<file path="src/common/host_bridge_pkg.sv">
package host_bridge_pkg;

	// ------------------------------------------------------------------------
	// data path widths
	// ------------------------------------------------------------------------
	localparam int WORD_W = 32;                  // host pipe word
	typedef logic [WORD_W-1:0] word_t;

	localparam int COUNT_W = 10;                 // holds 0..FIFO_DEPTH
	typedef logic [COUNT_W-1:0] count_t;

	// ------------------------------------------------------------------------
	// pipe FIFOs and block throttle
	// ------------------------------------------------------------------------
	localparam int FIFO_DEPTH      = 1023;       // one short of a power of two
	localparam int BLOCK_SIZE      = 128;        // 512 byte host block
	localparam int BUFFER_HEADROOM = 20;         // slack for late count updates

	// room for one more block after the count settles
	localparam count_t PIPE_IN_LIMIT  = count_t'(FIFO_DEPTH - BUFFER_HEADROOM - BLOCK_SIZE);
	localparam count_t PIPE_OUT_SPACE = count_t'(FIFO_DEPTH - BUFFER_HEADROOM - BLOCK_SIZE);

	// ------------------------------------------------------------------------
	// word store
	// ------------------------------------------------------------------------
	localparam int MEM_AW = 10;                  // 1024 words
	typedef logic [MEM_AW-1:0] addr_t;

	localparam int CALIB_CYCLES = 8;             // power-up delay before use
	localparam int CALIB_W      = $clog2(CALIB_CYCLES + 1);

	// control wire bit positions
	localparam int CTRL_PIPE_READ  = 0;          // store to pipe-out
	localparam int CTRL_PIPE_WRITE = 1;          // pipe-in to store
	localparam int CTRL_FLUSH      = 2;          // clears FIFOs and DMA

endpackage

</file>
<file path="src/dma/block_dma.sv">
`timescale 1ns/1ns

module block_dma (
	input  logic                    okClk,
	input  logic                    i_reset,
	input  host_bridge_pkg::word_t  i_ctrl,
	input  host_bridge_pkg::addr_t  i_start_addr,
	input  logic                    i_calib_done,
	// pipe-in FIFO
	output logic                    o_pi_read,
	input  host_bridge_pkg::word_t  i_pi_data,
	input  logic                    i_pi_valid,
	input  host_bridge_pkg::count_t i_pi_count,
	// pipe-out FIFO
	output logic                    o_po_write,
	output host_bridge_pkg::word_t  o_po_data,
	input  host_bridge_pkg::count_t i_po_count,
	// word store
	output logic                    o_mem_we,
	output host_bridge_pkg::addr_t  o_mem_waddr,
	output host_bridge_pkg::word_t  o_mem_wdata,
	output logic                    o_mem_re,
	output host_bridge_pkg::addr_t  o_mem_raddr,
	input  host_bridge_pkg::word_t  i_mem_rdata,
	output logic                    o_busy
);
	import host_bridge_pkg::*;

	typedef enum logic [1:0] {
		S_IDLE,
		S_WRITE,
		S_READ
	} state_t;

	state_t state;
	logic   flush;
	logic   dma_reset;
	logic   wr_bit;
	logic   rd_bit;
	logic   wr_bit_q;
	logic   rd_bit_q;
	logic   start_write;
	logic   start_read;
	logic   issue_open;
	logic   mem_rvalid;
	addr_t  wr_ptr;
	addr_t  rd_ptr;
	count_t issue_cnt;                                // strobes sent in this burst
	count_t done_cnt;                                 // words landed in this burst

	assign flush     = i_ctrl[CTRL_FLUSH];
	assign wr_bit    = i_ctrl[CTRL_PIPE_WRITE];
	assign rd_bit    = i_ctrl[CTRL_PIPE_READ];
	assign dma_reset = i_reset | flush;

	// the registered bit delays a start until the pointer has loaded
	assign start_write = wr_bit && wr_bit_q && i_calib_done
		&& (i_pi_count >= count_t'(BLOCK_SIZE));
	assign start_read  = rd_bit && rd_bit_q && i_calib_done
		&& (i_po_count <= PIPE_OUT_SPACE);

	assign issue_open  = (issue_cnt != count_t'(BLOCK_SIZE));
	assign o_pi_read   = (state == S_WRITE) && issue_open;
	assign o_mem_re    = (state == S_READ) && issue_open;
	assign o_mem_we    = (state == S_WRITE) && i_pi_valid;  // FIFO word lands directly
	assign o_mem_waddr = wr_ptr;
	assign o_mem_wdata = i_pi_data;
	assign o_mem_raddr = rd_ptr;
	assign o_busy      = (state != S_IDLE);

	// ------------------------------------------------------------------------
	// address pointers, loaded on a rising enable bit
	// ------------------------------------------------------------------------
	always_ff @(posedge okClk) begin
		if (i_reset) begin
			wr_bit_q <= 1'b0;
			rd_bit_q <= 1'b0;
			wr_ptr   <= '0;
			rd_ptr   <= '0;
		end else begin
			wr_bit_q <= wr_bit;
			rd_bit_q <= rd_bit;
			if (wr_bit && !wr_bit_q) begin
				wr_ptr <= i_start_addr;
			end else if (o_mem_we) begin
				wr_ptr <= wr_ptr + 1'b1;              // wraps at the store size
			end
			if (rd_bit && !rd_bit_q) begin
				rd_ptr <= i_start_addr;
			end else if (o_mem_re) begin
				rd_ptr <= rd_ptr + 1'b1;
			end
		end
	end

	// ------------------------------------------------------------------------
	// burst FSM
	// ------------------------------------------------------------------------
	always_ff @(posedge okClk) begin
		if (dma_reset) begin
			state     <= S_IDLE;
			issue_cnt <= '0;
			done_cnt  <= '0;
		end else begin
			if (o_pi_read || o_mem_re) begin
				issue_cnt <= issue_cnt + 1'b1;
			end
			case (state)
				S_IDLE: begin
					issue_cnt <= '0;
					done_cnt  <= '0;
					if (start_write) begin
						state <= S_WRITE;             // write side wins a tie
					end else if (start_read) begin
						state <= S_READ;
					end
				end
				S_WRITE: begin
					if (o_mem_we) begin
						done_cnt <= done_cnt + 1'b1;
						if (done_cnt == count_t'(BLOCK_SIZE - 1)) begin
							state <= S_IDLE;
						end
					end
				end
				S_READ: begin
					if (o_po_write) begin
						done_cnt <= done_cnt + 1'b1;
						if (done_cnt == count_t'(BLOCK_SIZE - 1)) begin
							state <= S_IDLE;
						end
					end
				end
				default: state <= S_IDLE;
			endcase
		end
	end

	// read pipeline: store read stage, then the pipe-out write stage
	always_ff @(posedge okClk) begin
		if (dma_reset) begin
			mem_rvalid <= 1'b0;
			o_po_write <= 1'b0;
		end else begin
			mem_rvalid <= o_mem_re;
			o_po_write <= mem_rvalid;
		end
	end

	always_ff @(posedge okClk) begin
		if (mem_rvalid) begin
			o_po_data <= i_mem_rdata;
		end
	end

endmodule

</file>
<file path="config.mk">
export PLATFORM = sky130hd
export DESIGN_NAME = block_dma
export DESIGN_NICKNAME = d
export VERILOG_FILES = /design/src/common/host_bridge_pkg.sv /design/src/dma/block_dma.sv
export SDC_FILE = /design/constraint.sdc
export NUM_CORES = 1
export LEC_CHECK = 0
export BUFFER_PORTS_ARGS = -buffer_cell sky130_fd_sc_hd__buf_2
export CORE_MARGIN = 1
export CORE_UTILIZATION = 39
export CTS_CLUSTER_SIZE = 28
export DETAILED_ROUTE_END_ITERATION = 8
export GPL_ROUTABILITY_DRIVEN = 1
export GPL_TIMING_DRIVEN = 0
export PLACE_DENSITY = 0.74
export SYNTH_ARGS = -nofsm -noshare
export SYNTH_HDL_FRONTEND = slang
export SYNTH_SLANG_ARGS = --single-unit
</file>
<file path="constraint.sdc">
create_clock -name okClk -period 1.6 [get_ports okClk]
set_input_delay 0.48 -clock okClk [delete_from_list [all_inputs] [get_ports okClk]]
set_output_delay 0.48 -clock okClk [all_outputs]
set_load 0.03 [all_outputs]
</file>
-- After elaboration in Yosys (flattened, before gate mapping)
Index checks and enable logic that the tools add are counted.
Widths: inputs -> output; s select.
- flip-flop bits (word level): 78
- add/sub/neg operators: 4
- order comparisons: 2
- equality and inequality tests: 7
- mux-type cells: 13
- bitwise logic cells: 1
- reduce and logical (&&, ||, !) cells: 22
- operators with widths (kind ; count):
    $mux 10 ; 6
    $add 10x1->10 const B ; 4
    $pmux 10 s3 ; 1
    $logic_and 1x1->1 ; 11
    $eq 10x7->1 const B ; 1
    $ge 10x8->1 const B ; 1
    $le 10x10->1 const B ; 1
    $mux 2 ; 5
    $ne 10x8->1 const B ; 1
    $pmux 2 s3 ; 1
    $reduce_and 3->1 ; 2
    $reduce_bool 2->1 ; 3
    $ne 2x2->1 const B ; 2
    $ne 3x3->1 const B ; 1
    $reduce_bool 3->1 ; 1
    $eq 2x1->1 const B ; 1
    $eq 2x2->1 const B ; 1
    $logic_not 1->1 ; 2
    $logic_not 2->1 ; 1
    $reduce_or 2->1 ; 1
    $logic_or 1x1->1 ; 1
    $or 1x1->1 ; 1

-- Longest topological paths before layout
Gate-level depths: netlist of the first run.
- depth in word-level cells: 6
- mapped depth: 8
- depth with buffers taken out: 7

-- Worst setup path after synthesis of the first run
No wires, ideal clock.
- kind: register -> register
- start: register state[0]
- end: register state[1]
- library setup time: 0.103 ns
- data arrival time: 1.691 ns
- path slack: -0.195 ns
- cell stages (with the launch flop): 9
- path buffers: 1
- path through: dfxtp_1 > inv_1 > ha_1 > buf_6 > nor2b_4 > a21o_1 > a21o_1 > o21a_1 > a2111oi_2
- word-level cells in the longest chain between the ends: 4
- ends and longest elaborated chain (what ; line ; text):
    start, declared ; block_dma.sv:35 ; state_t state;
    start signal, assigned ; block_dma.sv:101 ; state <= S_IDLE;
    start signal, assigned ; block_dma.sv:113 ; state <= S_WRITE;
    start signal, assigned ; block_dma.sv:115 ; state <= S_READ;
    $eq 2x1->1 ; block_dma.sv:65, block_dma.sv:108 ;
    $logic_and 1x1->1 ; block_dma.sv:65 ; assign o_mem_we = (state == S_WRITE) && i_pi_valid;
    $ne 2x2->1 (no source line) ; n/a ;
    $reduce_and 3->1 (no source line) ; n/a ;
Several ways; a longest one is shown, not always the timed one.
A chain may end at the register's enable or synchronous reset.

-- Worst setup path in the final report of the first run
- start: register issue_cnt[4]
- end: output port o_pi_read
- word-level cells in the longest chain between the ends: 2
- ends and longest elaborated chain (what ; line ; text):
    start, declared ; block_dma.sv:48 ; count_t issue_cnt;
    start signal, assigned ; block_dma.sv:106 ; issue_cnt <= issue_cnt + 1'b1;
    $ne 10x8->1 ; block_dma.sv:62 ; assign issue_open = (issue_cnt != count_t'(BLOCK_SIZE));
    $logic_and 1x1->1 ; block_dma.sv:63 ; assign o_pi_read = (state == S_WRITE) && issue_open;
    end, declared ; block_dma.sv:10 ; output logic o_pi_read,
Every way passes these cells.

==> impl_table.tex, run 1 <==
\begin{tabular}{lr}
\hline
Metric & Value \\
\hline
\multicolumn{2}{l}{\textbf{Floorplanning}} \\
\quad Starting density of the core & 0.4061 \\
\quad Area of the die & 9556 µm² \\
\quad \# IOs & 219 \\
\quad Die boundary height & 97.76 µm \\
\quad Core area & 8806 µm² \\
\quad Die Span X & 97.76 µm \\
\quad \# rows & 34 \\
\multicolumn{2}{l}{\textbf{Layout}} \\
\quad Register cell area after layout & 1904 µm² \\
\quad Count of antenna diodes in the layout & 0 \\
\quad Layout overhead on the synthesized area & 46.50\% \\
\quad Nets & 663 \\
\quad Non-filler instance count after layout & 637 \\
\quad Proportion of layout cells with a drive suffix above 1 & 0.5406 \\
\quad Multi-input gate area in the final layout & 1608 µm² \\
\quad Share of the core filled with cells in the final layout & 0.5949 \\
\quad FILL cells & 705 \\
\multicolumn{2}{l}{\textbf{STA}} \\
\quad PnR worst setup slack & -0.4636 ns \\
\quad Fin Hold WS & 0.2980 ns \\
\quad Final Hold Fails & 0 \\
\quad Headroom to the max-slew limit & 0.5153 \\
\quad Part of the cycle the worst path needs & 1.290 \\
\quad Slew @ Worst Pin & 0.7270 ns \\
\quad RSZ-0062 raised after global routing & yes \\
\quad Achievable Freq & 0.4846 GHz \\
\quad Worst Skew & 0.01001 ns \\
\quad Setup violation total in the final timing report & 22 \\
\quad Max Transition Viols Final & 0 \\
\quad Fin crit period & 2.064 ns \\
\multicolumn{2}{l}{\textbf{Logic synthesis}} \\
\quad Post-Synthesis Mean Instance Area & 10.77 µm² \\
\quad Fraction of the mapped netlist area in adder cells & 0.03149 \\
\quad Area fraction in and, or, nand and nor cells after synthesis & 0.1606 \\
\quad Compound-cell area share of the yosys netlist & 0.09447 \\
\quad Proportion of synthesized area in mux cells & 0.008397 \\
\quad Dominant combinational cell family by area after synthesis & simple AND/OR/NAND/NOR gates \\
\quad Number of storage elements in the synthesis netlist & 78 \\
\quad Number of nets in the synthesized netlist & 471 \\
\quad Xor-xnor portion of the synthesized cell area & 0.08328 \\
\quad Mapped cell area & 3576 µm² \\
\quad Synth unique cells & 42 \\
\quad Register area share after synthesis & 0.5262 \\
\quad Post-Syn Instances & 332 \\
\quad Number of warnings printed during yosys synthesis & 0 \\
\multicolumn{2}{l}{\textbf{GRT}} \\
\quad Wire length of the first global-routing pass & 14030 µm \\
\quad Aggregate global-route resource usage & 0.1843 \\
\quad Pin count of the biggest net entering global routing & 34 \\
\quad Via count of the first global-routing pass & 2991 \\
\quad GRT Residual Overflow & 0 \\
\quad Number of antenna violations at the first check in global routing & 0 \\
\multicolumn{2}{l}{\textbf{Setup path}} \\
\quad Crit path max fanout & 3 \\
\quad Required time worst endpoint & 1.12 ns \\
\quad Setup crit end kind & output pin \\
\quad Arrival time of data at the critical path endpoint & 1.58 ns \\
\quad Worst Path Class, Setup & reg -> out \\
\quad Kind of start point of the critical path & register \\
\multicolumn{2}{l}{\textbf{Power}} \\
\quad Design Power & 4095 µW \\
\quad Power per standard cell area & 781.7 nW/µm² \\
\quad Net switching share of the total power & 0.2856 \\
\quad Pint & 2926 µW \\
\quad Share of power burned in registers & 0.526 \\
\quad Maximum vdd drop & 0.0005601 V \\
\quad Cell leakage power & 0.002216 µW \\
\quad Switching power summed over all nets & 1169 µW \\
\quad Part of the power in the clock network & 0.332 \\
\quad Part of the total power dissipated in combinational logic & 0.142 \\
\multicolumn{2}{l}{\textbf{CTS}} \\
\quad Root buf cell & sky130\_fd\_sc\_hd\_\_clkbuf\_8 \\
\quad Total number of clock tree sinks & 78 \\
\quad CTS HTree Levels & 3 \\
\quad Clock latency on the worst-skew pair & 0.35 ns \\
\quad Hold bufs inserted after CTS & 0 \\
\quad CTS buffer count & 9 \\
\quad CTS tree & yes \\
\quad Maximum buffer depth of the clock tree & 2 \\
\quad Clock transition at the registers of the reported paths & 0.09 ns \\
\multicolumn{2}{l}{\textbf{Worst hold path}} \\
\quad Min-Delay Path Class & in -> reg \\
\multicolumn{2}{l}{\textbf{Placed design}} \\
\quad Worst setup slack after placement & -0.2975 ns \\
\quad Number of buffers added on ports & 148 \\
\quad Sum of net half-perimeters after detailed placement & 6245 µm \\
\quad GPL Wtd Cong & 0.7871 \\
\quad \# placed instances & 588 \\
\multicolumn{2}{l}{\textbf{Flow run}} \\
\quad Max-cap violations & 0 \\
\multicolumn{2}{l}{\textbf{Detailed routing}} \\
\quad Routed Antenna Nets & 0 \\
\quad Via count & 3189 \\
\quad Final Routed Wirelength & 9470 µm \\
\quad Vias per inst & 5.006 \\
\quad Drt drc & 36 \\
\quad Number of detailed-routing iterations run before antenna repair & 7 \\
\quad Number of violations reported at the end of detailed-routing iteration 0 & 181 \\
\quad Drt wl/cell & 14.87 µm \\
\multicolumn{2}{l}{\textbf{Run status}} \\
\quad Run status & finished, violations left \\
\quad Failing checks & DRC, setup timing \\
\hline
\end{tabular}
## per-stage QoR
stage | instance area (µm²) | setup TNS, ns
after floorplan | 3598 | -0.2325
after global placement | 4474 | -2.976
after detailed placement | 4474 | -3.985
after CTS | 4980 | -1.789
after global routing | 5239 | -4.296
final | 5239 | -2.360
## area by class of cell
type | count | share of cell area
Buffer | 39 | 0.05230
Clock buffer | 9 | 0.02364
Sequential cell | 78 | 0.3635
Timing Repair Buffer | 184 | 0.2092
Clock inverter | 7 | 0.01051
Inverter | 10 | 0.008120
Multi-Input combinational cell | 202 | 0.3069
Tap cell | 108 | 0.02579
## worst max-delay path, cell delays in order, from the launching register on
cell and delay [ns]:
sky130_fd_sc_hd__dfxtp_2 0.35, sky130_fd_sc_hd__nor4b_4 0.27, sky130_fd_sc_hd__nand4b_1 0.19, sky130_fd_sc_hd__buf_6 0.17, sky130_fd_sc_hd__and2_4 0.13, sky130_fd_sc_hd__buf_6 0.13
## power groups by stage
stage,Sequential (µW),Clock (µW),Combinational [µW]
6_report,2150,1360,582
5_1_grt,2160,1480,616
4_1_cts,2150,1400,561
3_5_place_dp,2200,0,541
3_3_place_gp,2200,0,535
2_1_floorplan,2270,0,272
## path summary, 6_finish.rpt
path                                       to                       from  depth (start not counted)  slack [ns]
setup / recovery                    o_pi_read  issue_cnt[4]$_SDFFE_PP0P_                          5       -0.46
hold / removal        o_po_data[17]$_DFFE_PP_            i_mem_rdata[17]                          1        0.30
setup reg to reg  o_mem_raddr[7]$_SDFFE_PP0P_      state[1]$_SDFFE_PP0P_                          8       -0.15
hold reg to reg         state[0]$_SDFFE_PP0P_      state[0]$_SDFFE_PP0P_                          2        0.54
## cell families (layout without fill, tap and decap cells)
logic type | after synthesis | after routing
adders and majority gates | 9 | 9
and+or+nand+nor | 116 | 116
buffers and inverters | 52 | 249
xor gates and xnor gates | 34 | 34
DFF | 78 | 78
AOI/OAI and AO/OA | 40 | 40
muxes | 3 | 3
## cell usage in the layout (no fill, tap or decap), types with 3 or more instances in the layout
cell,count
sky130_fd_sc_hd__buf_2,144
sky130_fd_sc_hd__buf_4,53
sky130_fd_sc_hd__nor2_1,44
sky130_fd_sc_hd__dfxtp_1,36
sky130_fd_sc_hd__edfxtp_1,32
sky130_fd_sc_hd__buf_6,19
sky130_fd_sc_hd__xor2_1,19
sky130_fd_sc_hd__nand2_1,16
sky130_fd_sc_hd__a211oi_1,16
sky130_fd_sc_hd__nand3_1,11
sky130_fd_sc_hd__xnor2_1,11
sky130_fd_sc_hd__clkbuf_8,9
sky130_fd_sc_hd__nand4_1,7
sky130_fd_sc_hd__inv_1,6
sky130_fd_sc_hd__clkbuf_1,6
sky130_fd_sc_hd__dfxtp_2,6
sky130_fd_sc_hd__ha_1,5
sky130_fd_sc_hd__nor3_2,4
sky130_fd_sc_hd__nor3_1,4
sky130_fd_sc_hd__o21ai_0,4
sky130_fd_sc_hd__ha_4,4
sky130_fd_sc_hd__dfxtp_4,4
sky130_fd_sc_hd__and3_1,3
sky130_fd_sc_hd__mux2i_1,3
sky130_fd_sc_hd__xnor2_2,3
sky130_fd_sc_hd__inv_6,3
## layer usage
layer | up-vias | global-route usage | part of all wire | routed length (µm)
li1 | 1510 | - | - | -
met1 | 1495 | 0.2293 | 0.40 | 3811
met2 | 169 | 0.3170 | 0.50 | 4704
met3 | 15 | 0.04796 | 0.087 | 820
met4 | 0 | 0.05012 | 0.014 | 133
met5 | - | 0 | 0 | 0
## flip-flops by register name, summed over array words and instances (netlist names)
register / cells
o_po_write: 1
issue_cnt: 10
o_mem_raddr: 10
o_po_data: 32
o_mem_waddr: 10
done_cnt: 10
state: 2
rd_bit_q: 1
wr_bit_q: 1
mem_rvalid: 1
## synthesized netlist by cell type (all sizes together)
library cell,n,area [µm²]
nor2,47,176.4
dfxtp,46,920.9
buf,36,281.5
edfxtp,32,960.9
xor2,20,175.2
nand2,19,81.33
a211oi,18,147.6
xnor2,14,122.6
nand3,13,65.06
inv,10,37.54
ha,9,112.6
nor3,8,40.04
nand4,7,43.79
clkbuf,6,22.52
o21ai,5,28.78
and2,4,25.02
and3,4,25.02
nor2b,4,32.53
a21o,3,22.52
a311oi,3,26.28
and4,3,28.78
mux2i,3,30.03
o2111ai,3,26.28
a2111oi,2,42.54
a21oi,2,10.01
nand2b,2,12.51
or3,2,12.51
a31oi,1,6.260
nand4b,1,8.760
nor3b,1,7.510
nor4b,1,15.01
o211ai,1,7.510
o21a,1,7.510
o31ai,1,12.51
## what timing repair did
item / CTS / global route
setup endpoints to repair: 55 / 37
gates resized for setup: 45 / 37
setup buffers: 25 / 12
pin swaps: 24 / 28
gates cloned: 0 / 0
No activity file was read; power rests on OpenSTA's default activity.
==> run 2, diff against run 1 <==
BUFFER_PORTS_ARGS = -buffer_cell sky130_fd_sc_hd__buf_4   (was -buffer_cell sky130_fd_sc_hd__buf_2)
CORE_UTILIZATION = 35   (was 39)
PLACE_DENSITY = 0.64   (was 0.74)
clock period = 2.56 ns   (was 1.6 ns; I/O delays follow)
==> run 2 against run 1 <==
- the flow now finishes without violations
- sequential share of layout area up 0.85 points
- die area up 11%
- clock skew decreased by 0.0012 ns
- utilization decreased by 7.9 points
- clock-buffer cell count unchanged
- routed wire length decreased by 14%
- via count decreased by 9.3%
- largest cell class unchanged
- highest routed layer unchanged
==> impl_table.tex, run 2 (synthesis gave the netlist of run 1 again) <==
\begin{tabular}{lr}
\hline
Metric & Value \\
\hline
\multicolumn{2}{l}{\textbf{Placed design}} \\
\quad Sum of net half-perimeters after detailed placement & 6379 µm \\
\quad Worst setup slack after placement & 0.4290 ns \\
\quad GPL Wtd Cong & 0.8339 \\
\quad Number of buffers added on ports & 148 \\
\multicolumn{2}{l}{\textbf{Layout}} \\
\quad Flip-flop count of the largest register, all copies and words added & 32 \\
\quad Layout overhead on the synthesized area & 41.57\% \\
\quad Count of antenna diodes in the layout & 0 \\
\quad Largest register by flop count & o\_po\_data \\
\quad Commonest cells after routing, fill and taps aside & sky130\_fd\_sc\_hd\_\_buf\_4 (182), sky130\_fd\_sc\_hd\_\_nor2\_1 (47), sky130\_fd\_sc\_hd\_\_dfxtp\_1 (45) \\
\quad Most frequent standard cell in the layout excluding fill and tap cells & sky130\_fd\_sc\_hd\_\_buf\_4 \\
\quad Proportion of layout cells with a drive suffix above 1 & 0.4237 \\
\quad Nets & 632 \\
\multicolumn{2}{l}{\textbf{Power}} \\
\quad Power per standard cell area & 516.8 nW/µm² \\
\quad Cell leakage power & 0.002116 µW \\
\quad Design Power & 2616 µW \\
\quad Pint & 1949 µW \\
\quad Switching power summed over all nets & 667.5 µW \\
\quad Part of the total power dissipated in combinational logic & 0.150 \\
\quad Maximum vdd drop & 0.0004021 V \\
\quad Net switching share of the total power & 0.2551 \\
\quad Part of the power in the clock network & 0.334 \\
\quad Share of power burned in registers & 0.516 \\
\multicolumn{2}{l}{\textbf{STA}} \\
\quad Fin Hold WS & 0.5245 ns \\
\quad Headroom to the max-slew limit & 0.5026 \\
\quad Slew @ Worst Pin & 0.7461 ns \\
\quad Final setup TNS & 0 ns \\
\quad PnR worst setup slack & 0.1005 ns \\
\quad Worst Skew & 0.008815 ns \\
\quad Setup violation total in the final timing report & 0 \\
\quad Fin crit period & 2.459 ns \\
\quad Max Transition Viols Final & 0 \\
\quad Part of the cycle the worst path needs & 0.9607 \\
\quad Achievable Freq & 0.4066 GHz \\
\quad RSZ-0062 raised after global routing & no \\
\quad Final Hold Fails & 0 \\
\multicolumn{2}{l}{\textbf{Floorplanning}} \\
\quad Die boundary height & 103.1 µm \\
\quad Core area & 9819 µm² \\
\quad Area of the die & 10630 µm² \\
\quad Die Span X & 103.1 µm \\
\quad Starting density of the core & 0.3642 \\
\quad \# IOs & 219 \\
\quad \# rows & 36 \\
\multicolumn{2}{l}{\textbf{Detailed routing}} \\
\quad Number of violations reported at the end of detailed-routing iteration 0 & 57 \\
\quad Final Routed Wirelength & 8116 µm \\
\quad Number of detailed-routing iterations run before antenna repair & 4 \\
\quad Drt drc & 0 \\
\quad Drt wl/cell & 12.86 µm \\
\quad Vias per inst & 4.586 \\
\quad Routed Antenna Nets & 0 \\
\quad Via count & 2894 \\
\multicolumn{2}{l}{\textbf{GRT}} \\
\quad Layer with the highest usage & met2 \\
\quad Via count of the first global-routing pass & 2610 \\
\quad Met3 GRT Util & 0.05424 \\
\quad Number of antenna violations at the first check in global routing & 0 \\
\quad Met1 routing resource usage after global routing & 0.1718 \\
\quad Aggregate global-route resource usage & 0.1486 \\
\quad Met2 global-route usage & 0.2574 \\
\quad Pin count of the biggest net entering global routing & 34 \\
\quad Wire length of the first global-routing pass & 12100 µm \\
\quad GRT Residual Overflow & 0 \\
\multicolumn{2}{l}{\textbf{CTS}} \\
\quad CTS buffer count & 9 \\
\quad Clock transition at the registers of the reported paths & 0.08 ns \\
\quad Clock latency on the worst-skew pair & 0.34 ns \\
\quad Root buf cell & sky130\_fd\_sc\_hd\_\_clkbuf\_8 \\
\quad Maximum buffer depth of the clock tree & 2 \\
\quad Total number of clock tree sinks & 78 \\
\quad Hold bufs inserted after CTS & 0 \\
\quad CTS tree & yes \\
\quad CTS HTree Levels & 3 \\
\multicolumn{2}{l}{\textbf{Run status}} \\
\quad Run status & finished, final reports clean \\
\multicolumn{2}{l}{\textbf{Setup path}} \\
\quad Series of cell instances along the critical path & nor4b\_2 > nand4b\_1 > buf\_6 > and2\_1 > buf\_4 \\
\quad Delay of the slowest cell on the worst path & 0.38 ns \\
\quad Setup crit end kind & output pin \\
\quad Worst Path Class, Setup & reg -> out \\
\quad Crit path max fanout & 6 \\
\quad Arrival time of data at the critical path endpoint & 1.69 ns \\
\quad Kind of start point of the critical path & register \\
\quad Highest-delay cell along the critical path & sky130\_fd\_sc\_hd\_\_dfxtp\_1 \\
\quad Required time worst endpoint & 1.79 ns \\
\multicolumn{2}{l}{\textbf{Worst hold path}} \\
\quad Min-Delay Path Class & reg -> reg \\
\multicolumn{2}{l}{\textbf{Flow run}} \\
\quad Max-cap violations & 0 \\
\hline
\end{tabular}
-- run 2: cell types whose count changed in the layout (fill, tap and decap cells not counted), sizes merged --
cell and delta:
inv -4, clkinv +1, buf -31, clkinvlp +2
bufinv +1
-- run 2: routing by layer --
metal | vias to the layer above | part of all wire
li1 | 1452 | -
met1 | 1309 | 0.42
met2 | 128 | 0.47
met3 | 5 | 0.10
met4 | 0 | 0.010
met5 | - | 0
-- run 2: path summary, 6_finish.rpt --
path,start,endpoint,slack [ns],cells after the start
worst max-delay path,issue_cnt[5]$_SDFFE_PP0P_,o_pi_read,0.10,5
worst min-delay path,done_cnt[9]$_SDFFE_PP0P_,done_cnt[9]$_SDFFE_PP0P_,0.52,2
worst min register to register,done_cnt[9]$_SDFFE_PP0P_,done_cnt[9]$_SDFFE_PP0P_,0.52,2
worst max register to register,state[0]$_SDFFE_PP0P_,done_cnt[4]$_SDFFE_PP0P_,0.58,7
-- run 2: layout make-up --
class / instances / area [µm²]
Clock inverter: 7 / 65.06
Timing Repair Buffer: 150 / 1126
Inverter: 10 / 37.54
Sequential cell: 78 / 1883
Tap cell: 133 / 166.4
Clock buffer: 9 / 123.9
Buffer: 42 / 307.8
Fill cell: 900 / 4757
Multi-Input combinational cell: 202 / 1353
-- run 2: worst max-delay path, delay by kind of cell (launching register included) --
| kind | cells | cell delay, ns |
|---|---|---|
| flops | 1 | 0.38 |
| simple gates | 3 | 0.62 |
| buf+inv | 2 | 0.36 |
-- run 2: stage by stage --
step           cells  utilization  area [µm²]
3_5_place_dp     613       0.4943        4853
6_report         631       0.5155        5062
2_1_floorplan    332            -        3576
3_3_place_gp     613       0.4943        4853
4_1_cts          629       0.5135        5042
5_1_grt          631       0.5155        5062
-- run 2: power groups by stage --
stage	Sequential, µW	Combinational, µW	Clock, µW
2_1_floorplan	1420	169	0
3_3_place_gp	1380	390	0
3_5_place_dp	1380	394	0
4_1_cts	1350	396	898
5_1_grt	1350	419	949
6_report	1350	392	875
-- run 2: timing repair --
item                       in CTS  in global routing
setup endpoints to repair       0                  1
gates resized for setup         0                  1
buffers inserted                0                  2
==> run 3, diff against run 2 <==
PLACE_DENSITY = 0.67   (was 0.64)
TNS_END_PERCENT = 20   (was unset)
clock period = 2.2 ns   (was 2.56 ns; I/O delays follow)
==> run 3 against run 2 <==
- the run now ends with setup timing left
- first-iteration DRC count increased by 40%
- flip-flop and latch count stayed put
- non-clock buffer count grew 5
- clock power increased by 20%
- critical path depth is the same
- power rose by 18%
- sequential share of layout area fell by 0.48 points
- clock-buffer cell count unchanged
- combinational power is 17% higher
- critical path type unchanged
- highest routed layer unchanged
==> impl_table.tex, run 3 (synthesis gave the netlist of run 1 again) <==
\begin{tabular}{lr}
\hline
Metric & Value \\
\hline
\multicolumn{2}{l}{\textbf{Setup path}} \\
\quad Crit path max fanout & 2 \\
\quad Worst Path Class, Setup & reg -> out \\
\quad Kind of start point of the critical path & register \\
\quad Setup crit end kind & output pin \\
\quad Arrival time of data at the critical path endpoint & 1.58 ns \\
\quad Required time worst endpoint & 1.54 ns \\
\multicolumn{2}{l}{\textbf{STA}} \\
\quad PnR worst setup slack & -0.04477 ns \\
\quad Final Hold Fails & 0 \\
\quad Worst Skew & 0.01323 ns \\
\quad Part of the cycle the worst path needs & 1.020 \\
\quad Setup violation total in the final timing report & 2 \\
\quad Fin crit period & 2.245 ns \\
\quad Max Transition Viols Final & 0 \\
\quad Slew @ Worst Pin & 0.7165 ns \\
\quad RSZ-0062 raised after global routing & yes \\
\quad Achievable Freq & 0.4455 GHz \\
\quad Headroom to the max-slew limit & 0.5223 \\
\multicolumn{2}{l}{\textbf{Layout}} \\
\quad Non-filler instance count after layout & 636 \\
\quad Flip-flop count of the largest register, all copies and words added & 32 \\
\quad Nets & 637 \\
\quad Count of antenna diodes in the layout & 0 \\
\quad Final instance area & 5159 µm² \\
\quad Commonest cells after routing, fill and taps aside & sky130\_fd\_sc\_hd\_\_buf\_4 (184), sky130\_fd\_sc\_hd\_\_nor2\_1 (47), sky130\_fd\_sc\_hd\_\_dfxtp\_1 (40) \\
\quad Layout overhead on the synthesized area & 44.26\% \\
\quad Proportion of layout cells with a drive suffix above 1 & 0.4553 \\
\quad Share of the core filled with cells in the final layout & 0.5254 \\
\quad Largest register by flop count & o\_po\_data \\
\quad Most frequent standard cell in the layout excluding fill and tap cells & sky130\_fd\_sc\_hd\_\_buf\_4 \\
\multicolumn{2}{l}{\textbf{Power}} \\
\quad Cell leakage power & 0.002160 µW \\
\quad Power per standard cell area & 597.3 nW/µm² \\
\quad Maximum vdd drop & 0.0002803 V \\
\quad Design Power & 3081 µW \\
\multicolumn{2}{l}{\textbf{Floorplanning}} \\
\quad \# rows & 36 \\
\quad Area of the die & 10630 µm² \\
\quad \# IOs & 219 \\
\quad Core area & 9819 µm² \\
\quad Die boundary height & 103.1 µm \\
\quad Starting density of the core & 0.3642 \\
\quad Die Span X & 103.1 µm \\
\multicolumn{2}{l}{\textbf{Placed design}} \\
\quad Worst setup slack after placement & 0.07250 ns \\
\quad Sum of net half-perimeters after detailed placement & 6250 µm \\
\quad \# placed instances & 613 \\
\quad Number of buffers added on ports & 148 \\
\quad Total cell area at the placement stage & 4853 µm² \\
\quad GPL Wtd Cong & 0.7986 \\
\multicolumn{2}{l}{\textbf{CTS}} \\
\quad CTS HTree Levels & 3 \\
\quad CTS tree & yes \\
\quad Root buf cell & sky130\_fd\_sc\_hd\_\_clkbuf\_8 \\
\quad Total number of clock tree sinks & 78 \\
\quad CTS buffer count & 9 \\
\quad Clock latency on the worst-skew pair & 0.35 ns \\
\quad Clock transition at the registers of the reported paths & 0.08 ns \\
\quad Hold bufs inserted after CTS & 0 \\
\quad Maximum buffer depth of the clock tree & 2 \\
\multicolumn{2}{l}{\textbf{Detailed routing}} \\
\quad Final Routed Wirelength & 8025 µm \\
\quad Drt wl/cell & 12.62 µm \\
\quad Drt drc & 0 \\
\quad Via count & 2937 \\
\quad Number of violations reported at the end of detailed-routing iteration 0 & 80 \\
\quad Number of detailed-routing iterations run before antenna repair & 4 \\
\quad Routed Antenna Nets & 0 \\
\quad Vias per inst & 4.618 \\
\multicolumn{2}{l}{\textbf{GRT}} \\
\quad GRT Residual Overflow & 0 \\
\quad Pin count of the biggest net entering global routing & 34 \\
\quad Wire length of the first global-routing pass & 12100 µm \\
\quad Aggregate global-route resource usage & 0.1494 \\
\quad Number of antenna violations at the first check in global routing & 0 \\
\quad Via count of the first global-routing pass & 2646 \\
\multicolumn{2}{l}{\textbf{Worst hold path}} \\
\quad Min-Delay Path Class & in -> reg \\
\multicolumn{2}{l}{\textbf{Flow run}} \\
\quad Max-cap violations & 0 \\
\multicolumn{2}{l}{\textbf{Run status}} \\
\quad Run status & finished, violations left \\
\quad Failing checks & setup timing \\
\hline
\end{tabular}
run 3: path summary, 6_finish.rpt:
check	startpoint	to	slack, ns	cells after the start
max	issue_cnt[4]$_SDFFE_PP0P_	o_pi_read	-0.04	5
max reg2reg	state[0]$_SDFFE_PP0P_	done_cnt[0]$_SDFFE_PP0P_	0.26	7
min reg2reg	state[0]$_SDFFE_PP0P_	state[0]$_SDFFE_PP0P_	0.49	2
min	i_mem_rdata[31]	o_po_data[31]$_DFFE_PP_	0.48	1
run 3: cell type report:
class | count | area, µm²
clock buffers | 9 | 123.9
flip-flops and latches | 78 | 1894
plain buffers | 42 | 311.5
repair buffers | 155 | 1175
fillers | 837 | 4661
well taps | 133 | 166.4
multi-input cells | 202 | 1376
inverters | 10 | 37.54
clock inverters | 7 | 73.82
run 3: per-stage QoR:
stage | setup TNS (ns) | hold slack [ns]
after floorplan | 0 | 0.4701
after global placement | 0 | 0.4879
after detailed placement | 0 | 0.4983
after CTS | -0.1650 | 0.4654
after global routing | -0.2747 | 0.4601
final | -0.08451 | 0.4834
run 3: repair_timing:
action,CTS,global route
setup endpoints to repair,3,3
pin swaps,3,2
gates resized for setup,13,7
buffers inserted,4,3
run 3: power by group:
group	switching (µW)	leakage [µW]	internal, µW
logic	237	0.00139	220
registers	36.7	0.000667	1530
clock network	528	0.0000996	527
total	801	0.00216	2280
run 3: layer usage:
layer / part of all wire / vias to the layer above / track usage
li1: - / 1462 / -
met1: 0.41 / 1311 / 0.1755
met2: 0.47 / 150 / 0.2538
met3: 0.10 / 14 / 0.04475
met4: 0.014 / 0 / 0.06284
met5: 0 / - / 0
run 3: critical path: stages (launching register included):
cell                       delay (ns)
sky130_fd_sc_hd__dfxtp_4         0.35
sky130_fd_sc_hd__nor4b_4         0.25
sky130_fd_sc_hd__nand4b_1        0.19
sky130_fd_sc_hd__buf_6           0.17
sky130_fd_sc_hd__and2_4          0.15
sky130_fd_sc_hd__buf_6           0.13
